--- config.mk ---
export PLATFORM = sky130hd
export DESIGN_NAME = icache_tag_ram
export DESIGN_NICKNAME = d
export VERILOG_FILES = /design/src/verilog/icache_pkg.sv /design/src/verilog/icache_tag_ram.sv
export SDC_FILE = /design/constraint.sdc
export NUM_CORES = 2
export LEC_CHECK = 0
export BUFFER_PORTS_ARGS = -buffer_cell sky130_fd_sc_hd__buf_2
export CORE_ASPECT_RATIO = 1.4
export CORE_UTILIZATION = 50
export CTS_BUF_LIST = sky130_fd_sc_hd__clkbuf_4
export CTS_CLUSTER_SIZE = 28
export DETAILED_ROUTE_END_ITERATION = 12
export PLACE_DENSITY = 0.76
export RECOVER_POWER = 25
export SKIP_LAST_GASP = 1
export SYNTH_ARGS = -nofsm -noshare
export SYNTH_HDL_FRONTEND = slang
export SYNTH_MEMORY_MAX_BITS = 65536
export SYNTH_SLANG_ARGS = --single-unit
export TNS_END_PERCENT = 10
--- constraint.sdc ---
create_clock -name clk -period 2.4 [get_ports clk]
set_input_delay 0.24 -clock clk [delete_from_list [all_inputs] [get_ports clk]]
set_output_delay 0.24 -clock clk [all_outputs]
set_load 0.1 [all_outputs]
--- src/verilog/icache_pkg.sv ---
`default_nettype none

package icache_pkg;

   // ==================================================
   // cache geometry
   // ==================================================
   localparam int LINE_WORDS = 8;               // instruction words per line
   localparam int OFFSET_W   = 5;               // byte offset inside a 32-byte line

   typedef logic [31:0]              addr_t;    // byte address
   typedef logic [31:0]              word_t;    // one instruction word
   typedef logic [LINE_WORDS*32-1:0] line_t;    // word 0 sits in the low bits

   // ==================================================
   // fetch side
   // ==================================================
   typedef struct packed {
      logic  valid;
      addr_t addr;                               // byte address of the wanted word
   } fetch_req_t;

   typedef struct packed {
      logic  valid;
      logic  err;                                // refill saw a bus error
      word_t data;
   } fetch_rsp_t;

   // one line install, the RAMs pull index and tag out of addr
   typedef struct packed {
      logic  en;
      addr_t addr;
      line_t line;
   } line_wr_t;

   // lookup controller states
   typedef enum logic [1:0] {
      IDLE,
      LOOKUP,
      MISS,
      REPLAY
   } ctrl_state_e;

endpackage

`default_nettype wire

--- src/verilog/icache_tag_ram.sv ---
`timescale 1ns/1ps
`default_nettype none

module icache_tag_ram #(
   parameter int INDEX_W = 8
) (
   input  logic                                    clk,
   input  logic                                    rst_n,
   input  icache_pkg::line_wr_t                    wr,
   input  logic                                    flush,
   input  logic [INDEX_W-1:0]                      rd_index,
   output logic                                    rd_valid,
   output logic [31-icache_pkg::OFFSET_W-INDEX_W:0] rd_tag
);

   import icache_pkg::*;

   localparam int TAG_W = 32 - OFFSET_W - INDEX_W;

   typedef logic [INDEX_W-1:0] index_t;
   typedef logic [TAG_W-1:0]   tag_t;

   tag_t                  tags [2**INDEX_W];    // no reset, guarded by the valid bits
   logic [2**INDEX_W-1:0] valid;
   tag_t                  tag_q;
   logic                  valid_q;
   index_t                wr_index;
   tag_t                  wr_tag;
   logic                  wr_en_q;
   index_t                wr_index_q;
   tag_t                  wr_tag_q;

   assign wr_index = wr.addr[OFFSET_W +: INDEX_W];
   assign wr_tag   = wr.addr[31 -: TAG_W];

   always_ff @(posedge clk) begin
      if (wr.en) begin
         tags[wr_index] <= wr_tag;
      end
      tag_q      <= tags[rd_index];
      wr_index_q <= wr_index;
      wr_tag_q   <= wr_tag;
   end

   // ==================================================
   // valid bits, cleared together by reset or flush
   // ==================================================
   always_ff @(posedge clk or negedge rst_n) begin
      if (!rst_n) begin
         valid   <= '0;
         valid_q <= 1'b0;
         wr_en_q <= 1'b0;
      end else begin
         if (flush) begin
            valid <= '0;
         end else if (wr.en) begin
            valid[wr_index] <= 1'b1;
         end
         valid_q <= valid[rd_index] && !flush;  // a read in the flush cycle sees it empty
         wr_en_q <= wr.en;
      end
   end

   // same bypass rule as the line RAM so tag and line agree on the replay
   always_comb begin
      if (wr_en_q && wr_index_q == rd_index) begin
         rd_valid = 1'b1;
         rd_tag   = wr_tag_q;
      end else begin
         rd_valid = valid_q;
         rd_tag   = tag_q;
      end
   end

   // flush only comes while the controller waits, never during a refill install
   a_no_flush_on_write: assert property (@(posedge clk) disable iff (!rst_n)
      !(flush && wr.en))
      else $error("flush collided with a line install");

endmodule

`default_nettype wire

Yosys cells after proc, flatten, opt, wreduce, memory -nomap -nowiden
Memories as Yosys holds them, arrays and structs flattened. A register that Yosys moved wholly into a read port is not among the register bits. Index checks and enable logic that the tools add are counted.

Register bits after elaboration: 285. Bits in writable memories: 4864. Bits of input ports: 300. Output and inout bits: 20. Memories: 1.

Memory list: tags (words 256, bits a word 19, rd ports 1, clocked after Yosys merged registers in 1, wr ports 1, line icache_tag_ram.sv:23) `tag_t tags [2**INDEX_W];`.

$lt $le $gt $ge: 3. Equal/unequal tests: 1. Multiplexer cells: 10. Bitwise operators: 1. Reductions and logical operators: 5.

Operators by type and width (count): 256-bit two-way mux (2); 256-bit OR (1); 19-bit two-way mux (1); 8-bit by 9-bit less-than comparator with 1-bit output, second input constant (2); 1-bit binary-select mux with 8-bit select (1); 1-bit demux with 8-bit select (1); 8-bit == test (1); 8-bit by 1-bit greater-or-equal comparator with 1-bit output, second input constant (1); 1-bit two-way mux (5); 1-bit logical AND (3); 2-bit nonzero test (1); 1-bit logical NOT (1).

Longest topological paths before layout
Depth in word-level cells: 7. Mapped depth: 12.

Least setup slack after synthesis
OpenSTA, ideal clock, no wires.

Kind: input-to-reg. Start point: input wr[262] (netlist bit). End point: memory tags[238][0] (netlist bit) (enable). Arrival: 2.171 ns. Required time: 2.004 ns. Path slack: -0.167 ns. Stages: 6. Cell sequence: clkbuf_1 nor2b_1 clkbuf_1 nand4_1 clkbuf_1 nor2_1.

RTL lines: start: declaration (line icache_tag_ram.sv:9) `input icache_pkg::line_wr_t wr,`; end: declaration (line icache_tag_ram.sv:23).

No word-level cell before the write port.

Worst setup path after layout
Start point: register wr_index_q[2]. End point: output rd_tag[14] (netlist bit).

Cells in the longest elaborated chain, start to end: 3.

Ends and longest elaborated chain: start: declaration (line icache_tag_ram.sv:30) `index_t wr_index_q;`; start signal: assignment (line icache_tag_ram.sv:41) `wr_index_q <= wr_index;`; 8-bit == test (line icache_tag_ram.sv:66) `if (wr_en_q && wr_index_q == rd_index) begin`; 1-bit logical AND (line icache_tag_ram.sv:66); 19-bit two-way mux (line icache_tag_ram.sv:66); end: declaration (line icache_tag_ram.sv:13) `output logic [31-icache_pkg::OFFSET_W-INDEX_W:0] rd_tag`.

No other way between the ends.

==> metrics.cfg <==
[run_status]
status=complete, but fails checks
violations=negative hold slack, max-capacitance violations, max-slew violations, negative setup slack

[route]
detail-route-antenna-nets=0
drt-met1-wl_um=178000
dr.max_layer_used=met5
routed_wl_um=565000
met3_length_um=64100
drc=0
viasPerCell=6.32
drt_iter0_drc=15290
post_drt_wl_per_cell_um=33.5
drtPass1Iterations=9
vias=106574
wl_met2_um=278000

[die]
start_util=0.502
die_w_um=534
num_io_pins=320
core_area_mm2=0.395
die_y_um=747
die_area_mm2=0.399
rows=273

[power_and_ir_drop]
p_leak_nw=76.9
p_clk_frac=0.379
power_frac_seq=0.559
p_switching_mw=40.8
netSwitchingFraction=0.230
power_density_mw_per_mm2=763
p_total_mw=177
power.internal_mw=136
irDropWorstVdd_v=0.000742
pwr-share-comb=0.062

[global_routing]
gr-usage-all-layers=0.281
grt_start_max_net_pins=138
grt_pass1_wl_um=790000
grt_pass1_vias=110163
antenna_found_initial=45
gr-total-overflow=0

[critical_path]
crit_fanout=10
required_ns=2.16
critPathArrivalTime_ns=3.82
critPathLaunch=wr_index_q[2]
start_kind=register
cp-end-kind=primary output
regToRegStartpoint=tags[240][12]
critPathKind=reg -> out

[clock_tree]
clk_pin_slew_ns=0.07
cts_buffer_depth=4
clock-sinks=5168
tritoncts=yes
clk_latency_ns=1.57
clockRootBuffer=clkbuf_4
numCtsBuffers=1146
cts_htree_levels=7

[timing]
finalHoldViolations=1
holdWs_ns=-0.0112
clock_skew_ns=0.157
slew_viol_final=519
timing.fmax_mhz=246
slew_headroom=-1.30
setup_slack_ns=-1.66
period_share=1.69
worst_slew_pin_slew_ns=3.44
period_minus_slack_ns=4.06
finalSetupViolations=1858
rsz0062_at_grt=true

[run]
max_cap_violations=16

[worst_hold_path]
hold_class=in -> reg
hp-start=rd_index[3]

[synth]
syn_nets=9092
synth_cell_types=53
ys_seq_area_frac=0.774
postSynth.asyncResetShare=0.0499
avgSynthCellArea_um2=22.6
synth-seq-cells=5168
syn_area_mm2=0.198
yosys_most_used_dff=edfxtp_1
synth_edf_count=4864
ys.warnings.count=0
syn_inst=8792

[cells_and_area]
instances_no_fill=16873
nets=11087
fillers=27017
area_growth_pct=17.2
final_layout_size_suffix_gt1_frac=0.405

[placement]
dp_cells=14760
place_congestion=1.00
dp_hpwl_um=348000
portBuffers=58

-- sequential cells by signal, indices dropped and copies added, names as in the netlist --
| register | flops |
|---|---|
| valid_q | 1 |
| wr_tag_q | 19 |
| wr_en_q | 1 |
| tag_q | 19 |
| valid | 256 |
| tags | 4864 |
| wr_index_q | 8 |
-- cell usage after synthesis (all sizes together), types with 46 or more instances --
| cell type | instances | area [µm²] |
|---|---|---|
| dfxtp | 46 | 921 |
| nand2 | 109 | 409 |
| mux4 | 1392 | 31400 |
| dfrtp | 258 | 6460 |
| nand4 | 48 | 300 |
| o22ai | 65 | 407 |
| buf | 306 | 2140 |
| clkbuf | 179 | 672 |
| nor2 | 731 | 2740 |
| mux2i | 368 | 3680 |
| edfxtp | 4864 | 146000 |
| a22oi | 104 | 781 |
-- power groups by stage --
stage	combinational [mW]	clock, mW	sequential [mW]
after floorplan	5.17	0	101
after global placement	10.3	0	101
after detailed placement	10.5	0	101
after CTS	10.9	68.1	98.9
after global routing	11.2	72.3	99.0
final	11.0	67.3	99.0
-- through the flow --
stage	util	instance area [µm²]	TNS, ns	hold slack [ns]	setup slack, ns
after detailed placement	0.551	217000	-25.70	0.260	-1.53
after CTS	0.590	233000	-35.83	-0.698	-1.54
after floorplan	-	198000	-374.11	-0.0556	-0.167
after global placement	0.551	217000	-25.32	0.255	-1.80
final	0.589	232000	-295.03	-0.0112	-1.66
after global routing	0.588	232000	-157.16	0.0306	-1.78
-- critical path, cell delays in order (launching register included) --
cell	delay (ns)
dfxtp_1	0.32
xor2_1	0.15
nor4_2	0.31
nand3_1	0.19
nor4_4	0.30
buf_12	0.20
buf_12	0.18
mux2_2	0.42
buf_6	0.21
-- layout make-up --
class                   instances  area, µm²  area share
clock inverters               358       2130     0.00919
multi-input cells            3135      42800       0.184
inverters                       4       22.5   0.0000969
well taps                    5225       6540      0.0281
clock buffers                1628      12200      0.0526
flip-flops and latches       5168     153000       0.660
repair buffers               1332      15200      0.0653
diodes                         23       57.6    0.000248
-- worst paths after layout --
check	endpoint	slack [ns]	cells past startpoint
setup / recovery	rd_tag[14]	-1.66	8
hold / removal	tag_q[0]	-0.01	7
setup reg to reg	tag_q[12]	-1.12	9
hold reg to reg	valid[136]	0.50	2
max in group asynchronous	valid[238]	1.13	6
min in group asynchronous	valid[118]	0.46	5
-- timing repair --
action / 4_1_cts / 5_1_grt
pin swaps: 0 / 3
hold buffers: 97 / 4
gates cloned: 0 / 2
endpoints found under the setup margin: 36 / 38
resized for setup: 19 / 13
setup buffers: 0 / 1
hold endpoints to repair: 10290 / 4
-- cells in the final DEF (no fill, tap or decap), types with 104 or more instances in the layout --
cell / instances
edfxtp_1: 4864
a22oi_1: 104
mux2i_1: 368
buf_4: 727
clkinv_1: 210
nand2_1: 109
mux4_2: 1392
nor2_2: 258
nor2_1: 473
buf_12: 405
dfrtp_1: 258
clkbuf_4: 1645
-- cell families after synthesis --
group / synth area share
flip-flops: 0.774
multiplexers: 0.178
AND/OR/NAND/NOR: 0.0212
buffers and inverters: 0.0143
AO/OA/AOI/OAI: 0.0128
XOR/XNOR: 0.000353
-- layer usage --
| metal | vias to the layer above | GRT usage |
|---|---|---|
| met5 | - | 0 |
| met2 | 8038 | 0.461 |
| met3 | 1630 | 0.0700 |
| met1 | 55156 | 0.328 |
| li1 | 41726 | - |
| met4 | 24 | 0.194 |
No activity file was read; power rests on OpenSTA's default activity.
