$ cat src/verilog/icache_pkg.sv
`default_nettype none

package icache_pkg;

   // ==================================================
   // cache geometry
   // ==================================================
   localparam int LINE_WORDS = 8;               // instruction words per line
   localparam int OFFSET_W   = 5;               // byte offset inside a 32-byte line

   typedef logic [31:0]              addr_t;    // byte address
   typedef logic [31:0]              word_t;    // one instruction word
   typedef logic [LINE_WORDS*32-1:0] line_t;    // word 0 sits in the low bits

   // ==================================================
   // fetch side
   // ==================================================
   typedef struct packed {
      logic  valid;
      addr_t addr;                               // byte address of the wanted word
   } fetch_req_t;

   typedef struct packed {
      logic  valid;
      logic  err;                                // refill saw a bus error
      word_t data;
   } fetch_rsp_t;

   // one line install, the RAMs pull index and tag out of addr
   typedef struct packed {
      logic  en;
      addr_t addr;
      line_t line;
   } line_wr_t;

   // lookup controller states
   typedef enum logic [1:0] {
      IDLE,
      LOOKUP,
      MISS,
      REPLAY
   } ctrl_state_e;

endpackage

`default_nettype wire

$ cat src/verilog/axi_lite_pkg.sv
`default_nettype none

package axi_lite_pkg;

   // read response codes as they appear on rresp
   typedef enum logic [1:0] {
      OKAY   = 2'b00,
      EXOKAY = 2'b01,
      SLVERR = 2'b10,
      DECERR = 2'b11
   } axi_resp_e;

   // read address channel, arready runs back as a single bit
   typedef struct packed {
      logic        arvalid;
      logic [31:0] araddr;
      logic [2:0]  arprot;
   } axi_ar_t;

   // read data channel, rready runs back as a single bit
   typedef struct packed {
      logic        rvalid;
      logic [31:0] rdata;
      axi_resp_e   rresp;
   } axi_r_t;

   localparam logic [2:0] ARPROT_INSN = 3'b100;  // instruction, unprivileged, secure

endpackage

`default_nettype wire

$ cat src/verilog/icache_refill.sv
`timescale 1ns/1ps
`default_nettype none

module icache_refill (
   input  logic                  clk,
   input  logic                  rst_n,
   input  logic                  start,
   input  icache_pkg::addr_t     miss_addr,
   output axi_lite_pkg::axi_ar_t ar,
   input  logic                  arready,
   input  axi_lite_pkg::axi_r_t  r,
   output logic                  rready,
   output icache_pkg::line_wr_t  wr,
   output logic                  done,
   output logic                  err
);

   import icache_pkg::*;
   import axi_lite_pkg::*;

   typedef enum logic [1:0] {
      IDLE,
      ADDR,                                     // arvalid up, waiting for arready
      DATA                                      // rready up, waiting for the beat
   } refill_state_e;

   typedef logic [OFFSET_W-3:0]  beat_t;        // word number inside the line
   typedef logic [31:OFFSET_W]   line_num_t;    // address bits above the line offset

   refill_state_e state;
   beat_t         beat;
   line_num_t     line_num;
   line_t         fill;                         // shift register, newest word enters on top
   logic          beat_fire;
   logic          beat_bad;
   logic          last_beat;

   assign beat_fire = (state == DATA) && r.rvalid;  // rready is high for all of DATA
   assign beat_bad  = r.rresp != OKAY;
   assign last_beat = beat == beat_t'(LINE_WORDS - 1);

   // ==================================================
   // bus side
   // ==================================================
   assign ar = '{arvalid: state == ADDR,
                 araddr:  {line_num, beat, 2'b00},  // line base plus 4 per word
                 arprot:  ARPROT_INSN};
   assign rready = state == DATA;

   // done and err go out in the beat cycle so the controller can answer next cycle
   assign done = beat_fire && (beat_bad || last_beat);
   assign err  = beat_fire && beat_bad;

   // the eighth good beat joins the seven already shifted in and installs at once
   assign wr = '{en:   beat_fire && last_beat && !beat_bad,
                 addr: {line_num, {OFFSET_W{1'b0}}},
                 line: {r.rdata, fill[$bits(line_t)-1:32]}};

   always_ff @(posedge clk or negedge rst_n) begin
      if (!rst_n) begin
         state <= IDLE;
         beat  <= '0;
      end else begin
         case (state)
            IDLE: begin
               if (start) begin
                  state <= ADDR;
                  beat  <= '0;
               end
            end
            ADDR: begin
               if (arready) begin
                  state <= DATA;                // one read outstanding at a time
               end
            end
            DATA: begin
               if (beat_fire) begin
                  if (beat_bad || last_beat) begin
                     state <= IDLE;             // an error drops the rest of the line
                  end else begin
                     beat  <= beat + 1'b1;
                     state <= ADDR;
                  end
               end
            end
            default: state <= IDLE;
         endcase
      end
   end

   always_ff @(posedge clk) begin
      if (state == IDLE && start) begin
         line_num <= miss_addr[31:OFFSET_W];
      end
      if (beat_fire) begin
         fill <= {r.rdata, fill[$bits(line_t)-1:32]};
      end
   end

   // AXI needs the address to hold until arready takes it
   a_ar_stable: assert property (@(posedge clk) disable iff (!rst_n)
      ar.arvalid && !arready |=> ar.arvalid && $stable(ar.araddr))
      else $error("araddr moved while arvalid waited");

   // the controller waits in MISS until done, so a second start means lost sync
   a_start_idle: assert property (@(posedge clk) disable iff (!rst_n)
      start |-> state == IDLE)
      else $error("refill started while busy");

endmodule

`default_nettype wire

$ cat config.mk
export PLATFORM = sky130hd
export DESIGN_NAME = icache_refill
export DESIGN_NICKNAME = d
export VERILOG_FILES = /design/src/verilog/icache_pkg.sv /design/src/verilog/axi_lite_pkg.sv /design/src/verilog/icache_refill.sv
export SDC_FILE = /design/constraint.sdc
export NUM_CORES = 1
export LEC_CHECK = 0
export ABC_AREA = 1
export BUFFER_PORTS_ARGS = -buffer_cell sky130_fd_sc_hd__buf_4
export CAP_MARGIN = 20
export CORE_MARGIN = 2
export CORE_UTILIZATION = 30
export CTS_BUF_LIST = sky130_fd_sc_hd__clkbuf_4
export CTS_CLUSTER_DIAMETER = 100
export CTS_CLUSTER_SIZE = 8
export DETAILED_ROUTE_END_ITERATION = 10
export PLACE_DENSITY = 0.55
export SLEW_MARGIN = 20
export SYNTH_ARGS = -nofsm -noshare
export SYNTH_HDL_FRONTEND = slang
export SYNTH_SLANG_ARGS = --single-unit
$ cat constraint.sdc
create_clock -name clk -period 5.7 [get_ports clk]
set_clock_uncertainty 0.15 [all_clocks]
set_input_delay 0.57 -clock clk [delete_from_list [all_inputs] [get_ports clk]]
set_output_delay 0.57 -clock clk [all_outputs]
set_load 0.05 [all_outputs]
### Word level (Yosys, flattened, before mapping)

Cells that the tools add are included.

* add/sub/neg operators: 1
* $mul: 0
* equal/unequal tests: 7
* magnitude comparators: 0
* reductions and logical operators: 13
* bitwise gates (word level): 0
* shift operators: 0
* div/mod/pow operators: 0
* muxes and demuxes: 9

Operators with widths (number)
* two-way mux 3 bit: 3
* logical AND 1 bit: 6
* two-way mux 2 bit: 3
* case mux 2 bit (3 select lines): 1
* case mux 3 bit (2 select lines): 1
* inequality test 2 x 1 -> 1 bit (second input constant): 2
* inequality test 2 bit (second input constant): 2
* AND reduction 4 bit: 1
* nonzero test 2 bit: 2
* adder 3 x 1 -> 3 bit (second input constant): 1
* == test 3 bit (second input constant): 1
* AND reduction 3 bit: 1
* == test 2 x 1 -> 1 bit (second input constant): 1
* == test 2 bit (second input constant): 1
* zero test 2 bit: 1
* zero test 1 bit: 1
* logical OR 1 bit: 1
* two-way mux 1 bit: 1

* bits in registers: 288
* word-level logic and storage cells: 34
* input bits: 71
* latch bits: 0
* memory bits (read-only): 0
* memories kept: 0
* output and inout port bits: 328
* RAM bits: 0

### Longest topological paths before layout

* depth after elaboration: 5
* mapped depth: 8
* depth with buffers taken out: 8

### Worst setup path before layout

Ideal clock, no wire load.

* kind: reg2reg
* start: register state[0]
* end: register fill[100], enable pin
* buffers on the path: 0
* cell stages (with the launch flop): 4
* slack: -0.475 ns
* data arrival time: 5.450 ns
* required time: 4.975 ns
* period minus slack after synthesis: 6.175 ns
* library setup time: 0.575 ns
* cells stage by stage: dfrtp_1 > nor2_2 > nand2_1 > inv_1

* cells in the longest elaborated chain, start to end: 2

RTL lines
* start: declaration: RTL line icache_refill.sv:30 `refill_state_e state;`
* start signal: assignment: RTL line icache_refill.sv:61 `state <= IDLE;`
* start signal: assignment: RTL line icache_refill.sv:67 `state <= ADDR;`
* start signal: assignment: RTL line icache_refill.sv:73 `state <= DATA;`
* == test 2 bit
* net rready: RTL line icache_refill.sv:12 `output logic rready,`
* logical AND 1 bit: RTL line icache_refill.sv:38 `assign beat_fire = (state == DATA) && r.rvalid;`
* net beat_fire: RTL line icache_refill.sv:34 `logic beat_fire;`
* end signal: assignment: RTL line icache_refill.sv:96 `fill <= {r.rdata, fill[$bits(line_t)-1:32]};`
* end: declaration: RTL line icache_refill.sv:33 `line_t fill;`

The timed path passes the listed nets, and every way through them passes these cells.
A chain may end at the register's enable or synchronous reset.

### Final worst setup path

* start: register state[1]
* end: register fill[107], enable pin

* cells in the longest elaborated chain, start to end: 2

RTL lines (RTL line)
* == test 2 bit: icache_refill.sv:38
* logical AND 1 bit: icache_refill.sv:38
* net beat_fire: icache_refill.sv:34

The timed path passes the listed nets, and every way through them passes these cells.

==> results.cfg <==
[clock_tree]
worstSkewPairLatency_ns = 0.62
cts.sinks = 256
clock-root-buffer = clkbuf_4
cts_buffer_depth = 3
h-tree-depth = 2
tritoncts = done
clkTransAtPathRegs_ns = 0.09
numCtsBuffers = 37
cts_setup_buffers = 0

[routing]
vias = 4710
via_per_inst = 3.975
wl_met3_um = 1453
drcViolationCount = 0
firstDrtPassIters = 4
ant_nets = 0
m1WireLength_um = 7297
finalWirelength_um = 20630
met2_length_um = 11200
drt-initial-drc-count = 274
wl_per_cell_um = 17.41
highest_layer = met5

[sta]
report.final.setup_viol = 0
rsz0062_at_grt = no
fin_crit_sh_pct = 49.56
period_needed_ns = 2.825
drv_slew = 0
max_freq_mhz = 354.0
hold_viol = 0
setup_tns_ns = 0
tightest_slew_ns = 1.081
max-slew-margin-rel_pct = 27.91
holdWs_ns = 0.09917

[critical_path]
crit_arrival_ns = 2.91
path_max_fanout = 190
start_kind = flip-flop
crit_type = reg2reg
cp_data_required_time_ns = 5.78
cp-end-kind = flip-flop

[outcome]
outcome = finished clean

[floorplanning]
start_util_pct = 30.38
die_area_sq_um = 29340
coreArea_sq_um = 27630
die_y_um = 171.3
num_rows = 61
die_width_um = 171.3
io_pins = 399

[power_and_ir_drop]
combPwrFrac_pct = 31.6
p_int_mw = 3.141
p_switching_mw = 1.902
power.leakage_nw = 4.847
swShare_pct = 37.72
peakVddDrop_v = 0.0001804
p_clk_share_pct = 19.1
pwr-share-seq_pct = 49.4
power_density_nw_per_um2 = 411.2

[job]
maxCapViolCount = 0

[layout]
final_cell_mix = buf_4, edfxtp_1, dlygate4sd3_1
final_common_cell = buf_4
finish.utilization_pct = 44.39
syn2layout_area_growth_pct = 46.12
drive_gt1_share_pct = 54.47
nets = 870

[global_routing]
overflow = 0
track_usage_pct = 12.90
antenna_found_initial = 3
grt_pass1_vias = 4575
grt_pass1_wl_um = 27790
grt_max_degree = 191

[hold_path]
worst_hold_path_type = in2reg

[synthesis]
avgSynthCellArea_sq_um = 22.57
ys_types = 14
ys.warnings.count = 0
ys_ff_latch = 256
synthCells = 372
yosysSeqAreaShare_pct = 91.28
syn_area_sq_um = 8394

[place]
dp_hpwl_um = 14540
portBuffers = 383
gp_congestion = 0.8006
==> synth_stat cells (all sizes together) <==
cell | instances | share of area, %
conb | 2 | 0.089
a21oi | 1 | 0.060
o21ai | 1 | 0.060
dfrtp | 5 | 1.5
nand2 | 13 | 0.58
inv | 12 | 0.54
ha | 2 | 0.30
buf | 69 | 6.2
nor2 | 10 | 0.48
nor4 | 1 | 0.15
nand3 | 5 | 0.30
edfxtp | 251 | 90
==> registers in the layout, indices dropped and copies added (netlist names) <==
signal / flops
line_num: 27
beat: 3
state: 2
fill: 224
==> final timing paths <==
kind | from | endpoint | slack [ns] | cells after the start
worst max register to register | state[1] | fill[107] | 2.88 | 6
worst min-delay path | r[34] | state[1] | 0.1 | 4
max in group asynchronous | rst_n | beat[2] | 5.16 | 2
min in group asynchronous | rst_n | state[0] | 0.13 | 2
worst min register to register | fill[129] | fill[97] | 0.26 | 0
worst max-delay path | state[1] | fill[107] | 2.88 | 6
==> layout make-up <==
cell class	instances	area, sq um
fillers	2450	15360
flip-flops and latches	256	7662
repair buffers	447	3521
well taps	378	473.0
clock buffers	47	352.8
multi-input cells	43	201.4
inverters	12	48.80
clock inverters	1	3.754
diodes	1	2.502
==> stage by stage <==
step	setup slack [ns]	power, mW	cell area, sq um	instances
6_report	2.875	5.044	12270	1185
5_1_grt	2.665	5.259	12270	1185
3_5_place_dp	2.907	4.107	11300	1075
2_1_floorplan	1.032	3.659	8428	380
3_3_place_gp	2.927	4.091	11300	1075
4_1_cts	2.916	5.122	12260	1184
==> kinds of logic after synthesis <==
logic type               count (synthesis)  share of synthesized area, %
AND/OR/NAND/NOR                         29                         1.505
buffers and inverters                   81                         6.707
adder cells (fa/ha/maj)                  2                        0.2981
other                                    2                       0.08947
flip-flops                             256                         91.28
AO/OA/AOI/OAI                            2                        0.1191
==> power by group through the flow <==
stage	Combinational (mW)	Sequential [mW]	Clock, mW
final	1.59	2.49	0.961
after global routing	1.65	2.52	1.09
after CTS	1.61	2.49	1.02
after detailed placement	1.57	2.54	0
after global placement	1.57	2.52	0
after floorplan	0.438	3.22	0
==> what timing repair did <==
action	in CTS	in global routing
hold buffers	61	0
hold endpoints to repair	66	0
gates resized for setup	0	0
==> critical path, stage by stage (launching register included) <==
cell and delay [ns]:
dfrtp_1 0.41, inv_1 0.07, nor2_2 0.13, nand2_1 0.16
clkinvlp_4 0.12, buf_12 0.62, buf_4 0.55
==> metal layers <==
layer,vias up,global-route usage [%]
met4,4,5.380
met2,220,23.76
met3,59,3.359
li1,2169,-
met5,-,0
met1,2258,14.01
Note: power is estimated with default switching activity, not from simulation.
