<file path="src/verilog/icache_pkg.sv">
`default_nettype none

package icache_pkg;

   // ==================================================
   // cache geometry
   // ==================================================
   localparam int LINE_WORDS = 8;               // instruction words per line
   localparam int OFFSET_W   = 5;               // byte offset inside a 32-byte line

   typedef logic [31:0]              addr_t;    // byte address
   typedef logic [31:0]              word_t;    // one instruction word
   typedef logic [LINE_WORDS*32-1:0] line_t;    // word 0 sits in the low bits

   // ==================================================
   // fetch side
   // ==================================================
   typedef struct packed {
      logic  valid;
      addr_t addr;                               // byte address of the wanted word
   } fetch_req_t;

   typedef struct packed {
      logic  valid;
      logic  err;                                // refill saw a bus error
      word_t data;
   } fetch_rsp_t;

   // one line install, the RAMs pull index and tag out of addr
   typedef struct packed {
      logic  en;
      addr_t addr;
      line_t line;
   } line_wr_t;

   // lookup controller states
   typedef enum logic [1:0] {
      IDLE,
      LOOKUP,
      MISS,
      REPLAY
   } ctrl_state_e;

endpackage

`default_nettype wire

</file>
<file path="src/verilog/icache_ctrl.sv">
`timescale 1ns/1ps
`default_nettype none

module icache_ctrl #(
   parameter int INDEX_W = 8
) (
   input  logic                                    clk,
   input  logic                                    rst_n,
   input  icache_pkg::fetch_req_t                  req,
   output logic                                    req_ready,
   output icache_pkg::fetch_rsp_t                  rsp,
   input  logic                                    rsp_ready,
   output logic [INDEX_W-1:0]                      rd_index,
   input  icache_pkg::line_t                       rd_line,
   input  logic                                    rd_valid,
   input  logic [31-icache_pkg::OFFSET_W-INDEX_W:0] rd_tag,
   output logic                                    refill_start,
   output icache_pkg::addr_t                       miss_addr,
   input  logic                                    refill_done,
   input  logic                                    refill_err
);

   import icache_pkg::*;

   localparam int TAG_W = 32 - OFFSET_W - INDEX_W;

   ctrl_state_e state;
   ctrl_state_e state_nx;
   addr_t       lk_addr;                        // address of the lookup in flight
   word_t       hit_word;
   logic        live;                           // low for the first cycle out of reset
   logic        accept, hit, rsp_free, rsp_load;
   logic        rsp_valid;
   logic        rsp_err;
   word_t       rsp_data;

   assign rsp_free = !rsp_valid || rsp_ready;   // response slot empty by the next edge
   assign hit      = rd_valid && rd_tag == lk_addr[31 -: TAG_W];
   assign hit_word = rd_line[{lk_addr[OFFSET_W-1:2], 5'd0} +: 32];  // word by bits 4:2

   // REPLAY takes nothing new, the bypass only matches while the index holds
   assign req_ready = live && rsp_free && (state == IDLE || (state == LOOKUP && hit));
   assign accept    = req.valid && req_ready;
   assign rd_index  = accept ? req.addr[OFFSET_W +: INDEX_W] : lk_addr[OFFSET_W +: INDEX_W];
   assign miss_addr = lk_addr;
   assign rsp       = '{valid: rsp_valid, err: rsp_err, data: rsp_data};

   // ==================================================
   // lookup FSM
   // ==================================================
   always_comb begin
      state_nx     = state;
      rsp_load     = 1'b0;
      refill_start = 1'b0;
      case (state)
         IDLE: if (accept) state_nx = LOOKUP;
         LOOKUP, REPLAY: begin
            if (rsp_free) begin                 // otherwise hold and let the RAM re-read
               if (hit) begin
                  rsp_load = 1'b1;
                  state_nx = accept ? LOOKUP : IDLE;  // streams at one hit per cycle
               end else begin
                  refill_start = 1'b1;
                  state_nx     = MISS;
               end
            end
         end
         MISS: begin
            if (refill_done) begin
               rsp_load = refill_err;           // an error answers straight away
               state_nx = refill_err ? IDLE : REPLAY;
            end
         end
         default: state_nx = IDLE;
      endcase
   end

   always_ff @(posedge clk or negedge rst_n) begin
      if (!rst_n) begin
         state     <= IDLE;
         rsp_valid <= 1'b0;
         live      <= 1'b0;
      end else begin
         state <= state_nx;
         live  <= 1'b1;
         if (rsp_load) begin
            rsp_valid <= 1'b1;
         end else if (rsp_ready) begin
            rsp_valid <= 1'b0;
         end
      end
   end

   always_ff @(posedge clk) begin
      if (accept) lk_addr <= req.addr;
      if (rsp_load) begin
         rsp_err  <= state == MISS;             // loads out of MISS only on an error
         rsp_data <= (state == MISS) ? '0 : hit_word;
      end
   end

   a_rsp_hold: assert property (@(posedge clk) disable iff (!rst_n)
      rsp.valid && !rsp_ready |=> rsp.valid && $stable(rsp))
      else $error("response changed before it was taken");

   // the install and both RAM bypasses have to line up for the replay to hit
   a_replay_hits: assert property (@(posedge clk) disable iff (!rst_n)
      state == REPLAY |-> hit)
      else $error("replay after refill missed");

endmodule

`default_nettype wire

</file>
<file path="config.mk">
export PLATFORM = sky130hd
export DESIGN_NAME = icache_ctrl
export DESIGN_NICKNAME = d
export VERILOG_FILES = /design/src/verilog/icache_pkg.sv /design/src/verilog/icache_ctrl.sv
export SDC_FILE = /design/constraint.sdc
export NUM_CORES = 1
export LEC_CHECK = 0
export BUFFER_PORTS_ARGS = -buffer_cell sky130_fd_sc_hd__buf_2
export CORE_AREA = 2 2 150 152
export DETAILED_ROUTE_END_ITERATION = 8
export DIE_AREA = 0 0 152 154
export PLACE_DENSITY = 0.55
export SYNTH_ARGS = -nofsm -noshare
export SYNTH_HDL_FRONTEND = slang
export SYNTH_SLANG_ARGS = --single-unit
</file>
<file path="constraint.sdc">
create_clock -name clk -period 10.6 [get_ports clk]
set_input_delay 2.65 -clock clk [delete_from_list [all_inputs] [get_ports clk]]
set_output_delay 2.65 -clock clk [all_outputs]
set_load 0.02 [all_outputs]
</file>
**Word-level counts from Yosys, hierarchy flattened**

Cells that the tools add are included.
Widths: inputs -> output; s select.

- Input bits: 314
- Output and inout port bits: 76
- Flip-flop bits (word level): 69
- Logic and storage cells: 43

- Shift operators: 1
- Muxes and demuxes: 17
- Eq/ne operators: 7
- Reduce and logical (&&, ||, !) cells: 12

Operators with widths:

| cell | count |
|---|---|
| $shiftx 256x9->32 | 1 |
| $eq 19x19->1 | 1 |
| $mux 2 | 5 |
| $mux 1 | 9 |
| $mux 8 | 1 |
| $ne 2x2->1 const B | 3 |
| $pmux 2 s3 | 1 |
| $logic_and 1x1->1 | 5 |
| $eq 2x2->1 const B | 2 |
| $reduce_and 3->1 | 1 |
| $eq 2x1->1 const B | 1 |
| $logic_not 2->1 | 1 |
| $logic_or 1x1->1 | 2 |
| $pmux 1 s2 | 1 |
| $reduce_bool 2->1 | 1 |
| $reduce_or 2->1 | 1 |
| $logic_not 1->1 | 1 |

**Logic depth before layout (Yosys ltp)**

Gate-level depths: netlist of run 1.

- Depth after elaboration: 10
- Depth in mapped cells: 7

**Worst setup path after synthesis of run 1**

OpenSTA, ideal clock, no wires.

- Path kind: input port to output port
- From: input port rd_tag[2] (netlist bit)
- To: output port rd_index[2]
- Data arrival time: 4.009 ns
- Data required time: 7.950 ns
- Stages: 5
- Buffers on the path: 0
- Setup slack: 3.941 ns
- Cell sequence: xor2_1 nor4_2 nand4_2 a221o_1 a211o_1

- Cells in the longest elaborated chain, start to end: 7

RTL lines:

| what | line | text |
|---|---|---|
| start, declared | icache_ctrl.sv:16 | `input logic [31-icache_pkg::OFFSET_W-INDEX_W:0] rd_tag,` |
| $eq 19x19->1 | icache_ctrl.sv:38 | `assign hit = rd_valid && rd_tag == lk_addr[31 -: TAG_W];` |
| $logic_and 1x1->1 | icache_ctrl.sv:38 |  |
| $logic_and 1x1->1 | icache_ctrl.sv:42 | `assign req_ready = live && rsp_free && (state == IDLE \|\| (state == LOOKUP && hit));` |
| $logic_or 1x1->1 | icache_ctrl.sv:42 |  |
| $logic_and 1x1->1 | icache_ctrl.sv:42 |  |
| $logic_and 1x1->1 | icache_ctrl.sv:43 | `assign accept = req.valid && req_ready;` |
| $mux 8 | icache_ctrl.sv:44 | `assign rd_index = accept ? req.addr[OFFSET_W +: INDEX_W] : lk_addr[OFFSET_W +: INDEX_W];` |
| end, declared | icache_ctrl.sv:13 | `output logic [INDEX_W-1:0] rd_index,` |

No other way between the ends.

**Final worst setup path of run 1**

Ends and elaborated chain as after synthesis.

==> key figures, run 1 <==
Outcome
  – Status: completed

Layout
  – Share of cells above drive strength 1: 0.6918
  – Final core utilization: 0.3359
  – Final #Nets: between 1000 and 1500
  – Diodes inserted: 0
  – Fillcell total: roughly 2200
  – Area Growth Syn to Fin: 52.25%

Min path
  – HP Class: reg -> reg
  – Hold Path Stages: 2

Timing
  – Fin. Hold Viols: 0
  – Period utilisation layout: 0.6774
  – Achievable Freq: 139.3 MHz
  – Worst slew pin tran: 1.081 ns
  – Final Skew: ~0.013 ns
  – Final setup fails: 0
  – Final slew viol count: 0
  – Post-route setup TNS: 0 ns
  – Minimum clock period after layout: slightly above 7 ns
  – RSZ-0062 raised after global routing: false
  – Normalized max-slew margin: 0.2780

Clock tree
  – CTS sink count: 69
  – Number of hold buffers added after cts: 0
  – Clock Latency Late Sink: around 0.34 ns
  – Postcts setup bufs: 0
  – CTS Root Cell: clkbuf_16
  – Total CTS buffers: 9
  – Post-CTS sizing: 0
  – H-tree depth: 3
  – CTS tree: built
  – Worst-path clk slew: approximately 0.050 ns
  – Clock tree buffer depth: 2

Global route
  – First-pass GRT wire length: 27370 um
  – Vias in the first global route: roughly 4800
  – Gr usage total: 0.1528
  – Largest net degree at the start of global routing: 66
  – Global route overflow: 0
  – Antenna violations before repair: 3

Drt
  – Final WL: ~18000 um
  – Vias: between 4000 and 5000
  – Post-route ant nets: 0
  – DRC Markers: 0
  – DR vias/cell: about 4.6
  – Initial drt markers: 321
  – First-pass DRT Iterations: 4
  – Routed wire per std cell: 18.69 um

Placed design
  – Detail Placement HPWL: roughly 15000 um
  – Number of port buffers: a little under 400
  – GP Congestion: ~0.79

Synth
  – Yosys top cell area share: 0.4079
  – Distinct cells, synth: 35
  – Sequential share of the synthesized area: 0.4289
  – Yosys warns: 0
  – Yosys top cell by area: edfxtp_1
  – Post-Syn Area: roughly 4800 um^2
  – Post-Syn Instances: roughly 320
  – Register bit total from synthesis: a little under 70
  – Post-synthesis net count: between 600 and 700
  – Syn_area_per_cell: 14.77 um^2
  – Cells taking the most area after synthesis: edfxtp_1 (41%), mux4_2 (30%), mux2i_1 (6.7%), xor2_1 (3.3%), nor2_1 (2.7%)

Setup path
  – Crit Path Class: in -> out
  – Crit start category: input port
  – Worst Reg-to-Reg Cells: 5
  – Reg2Reg Setup Slack: ~7.5 ns
  – Worst path required time: about 8 ns
  – CP arrival: roughly 4.5 ns
  – Worst Setup End Kind: primary output
  – Crit Path Max Fanout: 18

Floorplanning
  – Core ar.: roughly 22000 um^2
  – Initial Util: 0.2206
  – Die W: roughly 150 um
  – Die height: about 150 um
  – I/O pin total: 390
  – FP Rows: 54
  – Die ar.: ~23000 um^2

Power
  – VDD IR max: around 56 uV
  – Leak: 3.295 nW
  – P per Cell Area: roughly 150 nW/um^2

Job
  – Max cap viols: 0
area by class of cell:
class	instances	area, um^2	area share
Timing Repair Buffer	394	1984	0.2724
Inverter	9	33.78	0.004638
Clock inverter	7	80.08	0.01099
Multi-Input combinational cell	216	2559	0.3513
Tap cell	280	350.3	0.04809
Clock buffer	9	225.2	0.03092
Sequential cell	69	2052	0.2817
registers in the layout, summed over array words and instances, names as in the netlist:
register / count
miss_addr: 32
rsp_valid: 1
live: 1
state: 2
rsp_err: 1
rsp_data: 32
synthesized netlist by cell type:
| cell | count |
|---|---|
| a211o_1 | 8 |
| a21oi_2 | 2 |
| a221o_1 | 8 |
| and2_1 | 5 |
| and2_2 | 3 |
| buf_1 | 3 |
| buf_2 | 7 |
| buf_4 | 3 |
| buf_6 | 2 |
| clkbuf_1 | 12 |
| clkbuf_2 | 1 |
| conb_1 | 1 |
| dfrtp_1 | 4 |
| dlymetal6s2s_1 | 2 |
| edfxtp_1 | 65 |
| inv_1 | 9 |
| mux2i_1 | 32 |
| mux4_2 | 64 |
| nand2_1 | 5 |
| nand2b_1 | 1 |
| nand3_1 | 1 |
| nand3_2 | 2 |
| nand4_2 | 1 |
| nor2_1 | 35 |
| nor2b_1 | 2 |
| nor3_1 | 8 |
| nor4_1 | 11 |
| nor4_2 | 1 |
| o211ai_1 | 2 |
| o211ai_2 | 1 |
| o21ai_0 | 1 |
| o21ai_1 | 2 |
| or2_4 | 1 |
| xnor2_1 | 1 |
| xor2_1 | 18 |
cell usage in the layout (no fill, tap or decap), drive strengths merged:
cell type / instances
inv: 12
a21oi: 2
nand2: 5
dfrtp: 4
a221o: 8
xor2: 18
and2: 8
bufinv: 1
buf: 394
nand4: 1
or2: 1
clkinvlp: 2
nor4: 12
clkbuf: 9
edfxtp: 65
conb: 1
nor2b: 2
xnor2: 1
nor2: 35
nand3: 3
a211o: 8
o211ai: 3
mux4: 64
o21ai: 3
clkinv: 1
nand2b: 1
nor3: 8
mux2i: 32
cells by family (layout without fill, tap and decap cells):
| kind of cell | after synthesis | in the layout | share of synthesized area |
|---|---|---|---|
| AO/OA/AOI/OAI | 24 | 24 | 0.04393 |
| XOR/XNOR | 19 | 19 | 0.03478 |
| multiplexers | 96 | 96 | 0.3682 |
| buffers and inverters | 39 | 419 | 0.04184 |
| flip-flops | 69 | 69 | 0.4289 |
| other | 1 | 1 | 0.0007838 |
| AND/OR/NAND/NOR | 76 | 76 | 0.08159 |
through the flow:
stage | instances | area (um^2) | total power, mW | setup WS (ns) | hold slack (ns)
after floorplan | 324 | 4785 | 0.6397 | 3.941 | 0.5224
after global placement | 968 | 6979 | 0.7854 | 3.423 | 0.5819
after detailed placement | 968 | 6979 | 0.7896 | 3.415 | 0.5853
after CTS | 984 | 7284 | 1.107 | 3.413 | 0.5905
after global routing | 984 | 7284 | 1.155 | 3.259 | 0.6282
final | 984 | 7284 | 1.088 | 3.419 | 0.5886
path summary, 6_finish.rpt:
kind                               startpoint      endpoint
worst max-delay path                rd_tag[2]   rd_index[2]
worst min-delay path                 state[1]      state[1]
worst max register to register  miss_addr[23]  miss_addr[1]
worst min register to register       state[1]      state[1]
max in group asynchronous               rst_n          live
min in group asynchronous               rst_n      state[0]
worst max-delay path, stage by stage:
cell and delay (ns):
buf_2 0.10, xor2_1 0.14, nor4_2 0.31, nand4_2 0.42, a221o_1 0.47, a211o_1 0.28
buf_2 0.16
per-layer routing:
metal	share of wire	track usage	vias to the layer above
met5	0.0020	0	-
met4	0.018	0.04717	6
met3	0.081	0.04538	26
met2	0.50	0.2572	248
met1	0.40	0.1895	2151
li1	-	-	2073
power by group:
group          leakage [nW]  internal (mW)  switching (mW)
Combinational          2.51          0.179           0.220
Sequential            0.645          0.354          0.0254
Clock                 0.143          0.185           0.125
Total                  3.29          0.718           0.370
No activity file was read; power rests on OpenSTA's default activity.
==> run 2, diff against run 1 <==
--- a/config.mk
+++ b/config.mk
@@ -9,7 +9,7 @@
 export CORE_AREA = 2 2 150 152
 export DETAILED_ROUTE_END_ITERATION = 8
 export DIE_AREA = 0 0 152 154
-export PLACE_DENSITY = 0.55
+export PLACE_DENSITY = 0.57
 export SYNTH_ARGS = -nofsm -noshare
 export SYNTH_HDL_FRONTEND = slang
 export SYNTH_SLANG_ARGS = --single-unit
==> constraint.sdc (replaced) <==
create_clock -name clk -period 5.8 [get_ports clk]
set_input_delay 1.45 -clock clk [delete_from_list [all_inputs] [get_ports clk]]
set_output_delay 1.45 -clock clk [all_outputs]
set_load 0.02 [all_outputs]
==> key figures, run 2 (synthesis results as in run 1) <==
Setup path
  – Worst Reg-to-Reg Cells: 5 (unchanged)
  – CP dominant cell by count: buf_2 (unchanged)
  – Crit Path Max Fanout: 18 (unchanged)
  – Crit start category: input port (unchanged)
  – Worst path required time: 4.35 ns (was 7.95 ns)
  – Worst R2R End: miss_addr[3] (was miss_addr[1])
  – R2r startpoint: miss_addr[17] (was miss_addr[23])
  – CP arrival: 3.36 ns (was 4.53 ns)
  – CP cell instances: buf_2, xor2_1, nor4_2, nand4_2, a221o_1, a211o_1, buf_2 (unchanged)
  – Crit Path Class: in -> out (unchanged)
  – Reg2Reg Setup Slack: 2.67 ns (was 7.47 ns)
  – CP peak stage delay: 0.47 ns (about the same)
  – Worst Setup End Kind: primary output (unchanged)
  – Critical-path top delay cell: a221o_1 (unchanged)

Placed design
  – Pre-CTS setup slack: 0.9894 ns (was 3.415 ns)
  – Number of port buffers: 389 (unchanged)
  – Cell total after placement: 968 (unchanged)
  – Detail Placement HPWL: 14870 um (was 15240 um)
  – GP Congestion: 0.8029 (was 0.7917)

Layout
  – Share of cells above drive strength 1: 0.6889 (was 0.6918)
  – Area Growth Syn to Fin: 51.52% (was 52.25%)
  – Fin cells: 985 (was 984)
  – Leading cell type in the layout, fill and taps excluded: buf_2 (unchanged)
  – Final #Nets: 1013 (unchanged)
  – Commonest cells after routing, fill and taps aside: buf_2 (389), edfxtp_1 (65), mux4_2 (64) (unchanged)
  – Fillcell total: 2222 (was 2239)
  – Multi-input logic area: 2559 um^2 (unchanged)
  – FF+latch area: 2052 um^2 (unchanged)

Global route
  – Global route overflow: 0 (unchanged)
  – Vias in the first global route: 4514 (was 4757)
  – Largest net degree at the start of global routing: 66 (unchanged)
  – Gr usage total: 0.1467 (was 0.1528)
  – First-pass GRT wire length: 26380 um (was 27370 um)
  – Antenna violations before repair: 2 (was 3)

Floorplanning
  – Die height: 154 um (unchanged)
  – Die W: 152 um (unchanged)
  – Core ar.: 21690 um^2 (unchanged)
  – FP Rows: 54 (unchanged)
  – Initial Util: 0.2206 (unchanged)
  – Die ar.: 23410 um^2 (unchanged)
  – I/O pin total: 390 (unchanged)

Clock tree
  – H-tree depth: 3 (unchanged)
  – Clock tree buffer depth: 2 (unchanged)
  – CTS sink count: 69 (unchanged)
  – Worst-path clk slew: 0.06 ns (was 0.05 ns)
  – CTS Root Cell: clkbuf_16 (unchanged)
  – Number of hold buffers added after cts: 0 (unchanged)
  – CTS tree: built (unchanged)
  – Clock Latency Late Sink: 0.33 ns (was 0.34 ns)
  – Total CTS buffers: 9 (unchanged)
  – Post-CTS sizing: 0 (unchanged)
  – Postcts setup bufs: 0 (unchanged)

Drt
  – First-pass DRT Iterations: 4 (unchanged)
  – DRC Markers: 0 (unchanged)
  – Routed wire per std cell: 18.11 um (was 18.69 um)
  – DR vias/cell: 4.609 (was 4.577)
  – Initial drt markers: 369 (was 321)
  – Final WL: 17840 um (was 18390 um)
  – Vias: 4540 (was 4504)
  – Post-route ant nets: 0 (unchanged)

Timing
  – Fin. Hold Viols: 0 (unchanged)
  – Period utilisation layout: 0.8298
  – Minimum clock period after layout: about 4.8 ns
  – Worst slew pin tran: 1.053 ns (was 1.081 ns)
  – RSZ-0062 raised after global routing: false (unchanged)
  – Final setup fails: 0 (unchanged)
  – Final Skew: 0.007809 ns (was 0.01324 ns)
  – Post-route setup TNS: 0 ns (unchanged)
  – Final setup margin: 0.9870 ns (was 3.419 ns)
  – Achievable Freq: between 200 and 250 MHz
  – Final slew viol count: 0 (unchanged)
  – Normalized max-slew margin: 0.2967 (was 0.2780)

Power
  – P per Cell Area: 263.9 nW/um^2 (was 149.4 nW/um^2)
  – VDD IR max: 105.7 uV (was 56.46 uV)
  – Logic pwr share: 0.379 (was 0.366)
  – Sw Ratio: 0.3401 (was 0.3399)
  – Pint: 1.262 mW (was 0.7182 mW)
  – Clk network pwr share: 0.259 (was 0.285)
  – Seq pwr share: 0.362 (was 0.349)
  – P_sw: 0.6505 mW (was 0.3699 mW)
  – Leak: 3.282 nW (was 3.295 nW)

Outcome
  – Status: completed (unchanged)

Job
  – Max cap viols: 0 (unchanged)

Min path
  – Hold Path Stages: 2 (unchanged)
  – HP Class: reg -> reg (unchanged)
  – Hold Path Sink: state[1] (unchanged)
  – Min-delay src: state[1] (unchanged)
-- run 2: area by class of cell --
class                   instances  area share
multi-input cells             216      0.3530
flip-flops and latches         69      0.2831
repair buffers                394      0.2737
well taps                     280     0.04833
clock buffers                  10     0.03158
clock inverters                 6    0.005350
inverters                       9    0.004660
diodes                          1   0.0003452
-- run 2: power by group through the flow --
stage                     sequential [mW]  combinational (mW)  clock [mW]
after floorplan                     0.744               0.425           0
after global placement              0.702               0.729           0
after detailed placement            0.702               0.736           0
after CTS                           0.692               0.737       0.518
after global routing                0.702               0.791       0.543
final                               0.692               0.725       0.495
-- run 2: through the flow --
stage               hold WS (ns)  utilization  cell area [um^2]  power (mW)
finish                    0.6046       0.3343              7249       1.913
global placement          0.5781       0.3218              6979       1.431
detailed placement        0.5750       0.3218              6979       1.438
CTS                       0.5917       0.3341              7247       1.948
floorplan                 0.5224            -              4785       1.169
global route              0.6647       0.3343              7249       2.036
-- run 2: worst max-delay path, delay by kind of cell --
family / cells / cell delay [ns]
xor gates and xnor gates: 1 / 0.15
buffers and inverters: 2 / 0.27
AOI/OAI and AO/OA: 2 / 0.74
and+or+nand+nor: 2 / 0.75
-- run 2: metal layers --
layer / global-route usage / vias up / wire, um
li1: - / 2070 / -
met1: 0.1858 / 2236 / 7237
met2: 0.2503 / 222 / 9117
met3: 0.03636 / 12 / 1258
met4: 0.04005 / 0 / 227
met5: 0 / - / 0
-- run 2: worst max path at each step --
| stage | from | end | cells after the start |
|---|---|---|---|
| finish | rd_tag[2] | rd_index[1] | 7 |
| detailed placement | rd_tag[2] | rd_index[1] | 7 |
| global placement | rd_tag[2] | rd_index[3] | 7 |
| floorplan | rd_tag[2] | rsp_data[0] | 6 |
| CTS | rd_tag[2] | rd_index[1] | 7 |
| global route | rd_tag[2] | rd_index[5] | 7 |
==> run 3, diff against run 2 <==
--- a/config.mk
+++ b/config.mk
@@ -9,7 +9,7 @@
 export CORE_AREA = 2 2 150 152
 export DETAILED_ROUTE_END_ITERATION = 8
 export DIE_AREA = 0 0 152 154
-export PLACE_DENSITY = 0.57
+export PLACE_DENSITY = 0.55
 export SYNTH_ARGS = -nofsm -noshare
 export SYNTH_HDL_FRONTEND = slang
 export SYNTH_SLANG_ARGS = --single-unit
==> constraint.sdc (replaced) <==
create_clock -name clk -period 4.6 [get_ports clk]
set_input_delay 1.15 -clock clk [delete_from_list [all_inputs] [get_ports clk]]
set_output_delay 1.15 -clock clk [all_outputs]
set_load 0.02 [all_outputs]
==> key figures, run 3 (synthesis results as in run 1) <==
Global route
  – Largest net degree at the start of global routing: 44 (was 66)
  – Global route overflow: 0 (unchanged)
  – Gr usage total: 0.1520 (was 0.1467)
  – Vias in the first global route: 4660 (was 4514)
  – First-pass GRT wire length: 27240 um (was 26380 um)
  – Antenna violations before repair: 2 (unchanged)

Clock tree
  – CTS tree: built (unchanged)
  – Postcts setup bufs: 0 (unchanged)
  – CTS Root Cell: clkbuf_16 (unchanged)
  – Number of hold buffers added after cts: 0 (unchanged)
  – Clock Latency Late Sink: 0.34 ns (was 0.33 ns)
  – Total CTS buffers: 9 (unchanged)
  – Post-CTS sizing: 0 (unchanged)
  – Clock tree buffer depth: 2 (unchanged)
  – Worst-path clk slew: 0.05 ns (was 0.06 ns)
  – CTS sink count: 69 (unchanged)
  – H-tree depth: 3 (unchanged)

Placed design
  – Detail Placement HPWL: 15330 um (was 14870 um)
  – GP Congestion: 0.7973 (was 0.8029)
  – Number of port buffers: 389 (unchanged)

Timing
  – Post-route setup TNS: 0 ns (unchanged)
  – Worst slew pin tran: 0.9996 ns (was 1.053 ns)
  – Final Skew: 0.008519 ns (was 0.007809 ns)
  – Fin. Hold Viols: 0 (unchanged)
  – Achievable Freq: about 240 MHz
  – Final setup fails: 0 (unchanged)
  – Hold Slack: 0.5814 ns (was 0.6046 ns)
  – Final slew viol count: 0 (unchanged)
  – Minimum clock period after layout: 4.223 ns
  – Period utilisation layout: 0.9181
  – Normalized max-slew margin: 0.3336 (was 0.2967)
  – RSZ-0062 raised after global routing: false (unchanged)

Layout
  – FF+latch area: 2052 um^2 (unchanged)
  – Leading cell type in the layout, fill and taps excluded: buf_2 (unchanged)
  – Final #Nets: 1016 (was 1013)
  – Area Growth Syn to Fin: 52.75% (was 51.52%)
  – Commonest cells after routing, fill and taps aside: buf_2 (389), edfxtp_1 (65), mux4_2 (64) (unchanged)
  – Multi-input logic area: 2559 um^2 (unchanged)
  – Fillcell total: 2195 (was 2222)
  – Share of cells above drive strength 1: 0.6917 (was 0.6889)

Floorplanning
  – FP Rows: 54 (unchanged)
  – Initial Util: 0.2206 (unchanged)
  – Core ar.: 21690 um^2 (unchanged)
  – Die height: 154 um (unchanged)
  – I/O pin total: 390 (unchanged)
  – Die W: 152 um (unchanged)
  – Die ar.: 23410 um^2 (unchanged)

Setup path
  – Crit Path Class: in -> out (unchanged)
  – Crit start category: input port (unchanged)
  – CP dominant cell by count: buf_2 (unchanged)
  – Top delay family on crit path: simple AND/OR/NAND/NOR gates (unchanged)
  – Worst path required time: 3.45 ns (was 4.35 ns)
  – Worst Setup End Kind: primary output (unchanged)
  – CP cell instances: buf_2, xor2_1, nor4_2, nand4_2, a221o_1, a211o_1, buf_2 (unchanged)
  – Crit Path Max Fanout: 18 (unchanged)
  – WP buf/inv: 2 (unchanged)
  – Critical-path top delay cell: a221o_1 (unchanged)
  – CP arrival: 3.07 ns (was 3.36 ns)
  – CP peak stage delay: 0.47 ns (about the same)

Drt
  – DR vias/cell: 4.570 (was 4.609)
  – Post-route ant nets: 0 (unchanged)
  – Vias: 4515 (was 4540)
  – Initial drt markers: 319 (was 369)
  – DRC Markers: 0 (unchanged)
  – First-pass DRT Iterations: 4 (unchanged)
  – Routed wire per std cell: 18.49 um (was 18.11 um)
  – Final WL: 18270 um (was 17840 um)

Power
  – Power, Total: 2.480 mW (was 1.913 mW)
  – P per Cell Area: 339.4 nW/um^2 (was 263.9 nW/um^2)
  – VDD IR max: 116.7 uV (was 105.7 uV)
  – Leak: 3.316 nW (was 3.282 nW)

Min path
  – HP Class: reg -> reg (unchanged)

Outcome
  – Status: completed (unchanged)

Job
  – Max cap viols: 0 (unchanged)
## run 3: changes by cell type in the layout (fill, tap and decap cells not counted)
| cell | before | now |
|---|---|---|
| clkinv_2 | 2 | 3 |
| clkinvlp_4 | 1 | 0 |
| clkbuf_1 | 1 | 0 |
| buf_4 | 5 | 7 |
| buf_12 | 0 | 1 |
| clkinv_4 | 1 | 2 |
| bufinv_16 | 0 | 1 |
| inv_6 | 1 | 0 |
## run 3: cell type report
class                           instances  area share
Antenna cell                            1   0.0003424
Clock buffer                            9     0.03082
Clock inverter                          7    0.009074
Inverter                                9    0.004622
Multi-Input combinational cell        216      0.3501
Sequential cell                        69      0.2808
Tap cell                              280     0.04794
Timing Repair Buffer                  397      0.2763
## run 3: final timing paths
check | start | cells after the start | slack [ns] | endpoint
min in group asynchronous | rst_n | 1 | 0.61 | rsp_valid
worst max register to register | miss_addr[23] | 6 | 1.72 | rsp_data[4]
worst min register to register | state[1] | 2 | 0.58 | state[1]
max in group asynchronous | rst_n | 1 | 3.87 | state[1]
worst min-delay path | state[1] | 2 | 0.58 | state[1]
worst max-delay path | rd_tag[2] | 7 | 0.38 | rd_index[7]
## run 3: metrics by stage
stage                     worst slack, ns  cell area (um^2)  std cells  utilization
after floorplan                    0.4008              4785        324            -
after global placement             0.4197              7014        971       0.3234
after detailed placement           0.3906              7014        971       0.3234
after CTS                          0.3926              7306        987       0.3369
after global routing               0.2144              7306        987       0.3369
final                              0.3770              7308        988       0.3370
## run 3: report_power, final
part | total, mW | switching (mW) | leakage (nW) | internal, mW
clock network | 0.681 | 0.265 | 0.147 | 0.416
registers | 0.881 | 0.0650 | 0.645 | 0.816
logic | 0.918 | 0.496 | 2.52 | 0.422
total | 2.48 | 0.826 | 3.32 | 1.65
## run 3: metal layers
metal  global-route usage  up-vias  share of wire
met5                    0        -        0.00071
met4              0.04406        2          0.013
met3              0.03157       17          0.070
met2               0.2563      219           0.51
met1               0.1980     2203           0.41
li1                     -     2074              -
## run 3: worst reg2reg max path: cells and delay by family (launching register included)
| kind | cells | cell delay (ns) |
|---|---|---|
| simple gates | 3 | 1.24 |
| compound gates | 1 | 0.51 |
| buf+inv | 1 | 0.26 |
| flops | 1 | 0.39 |
| xor+xnor | 1 | 0.18 |
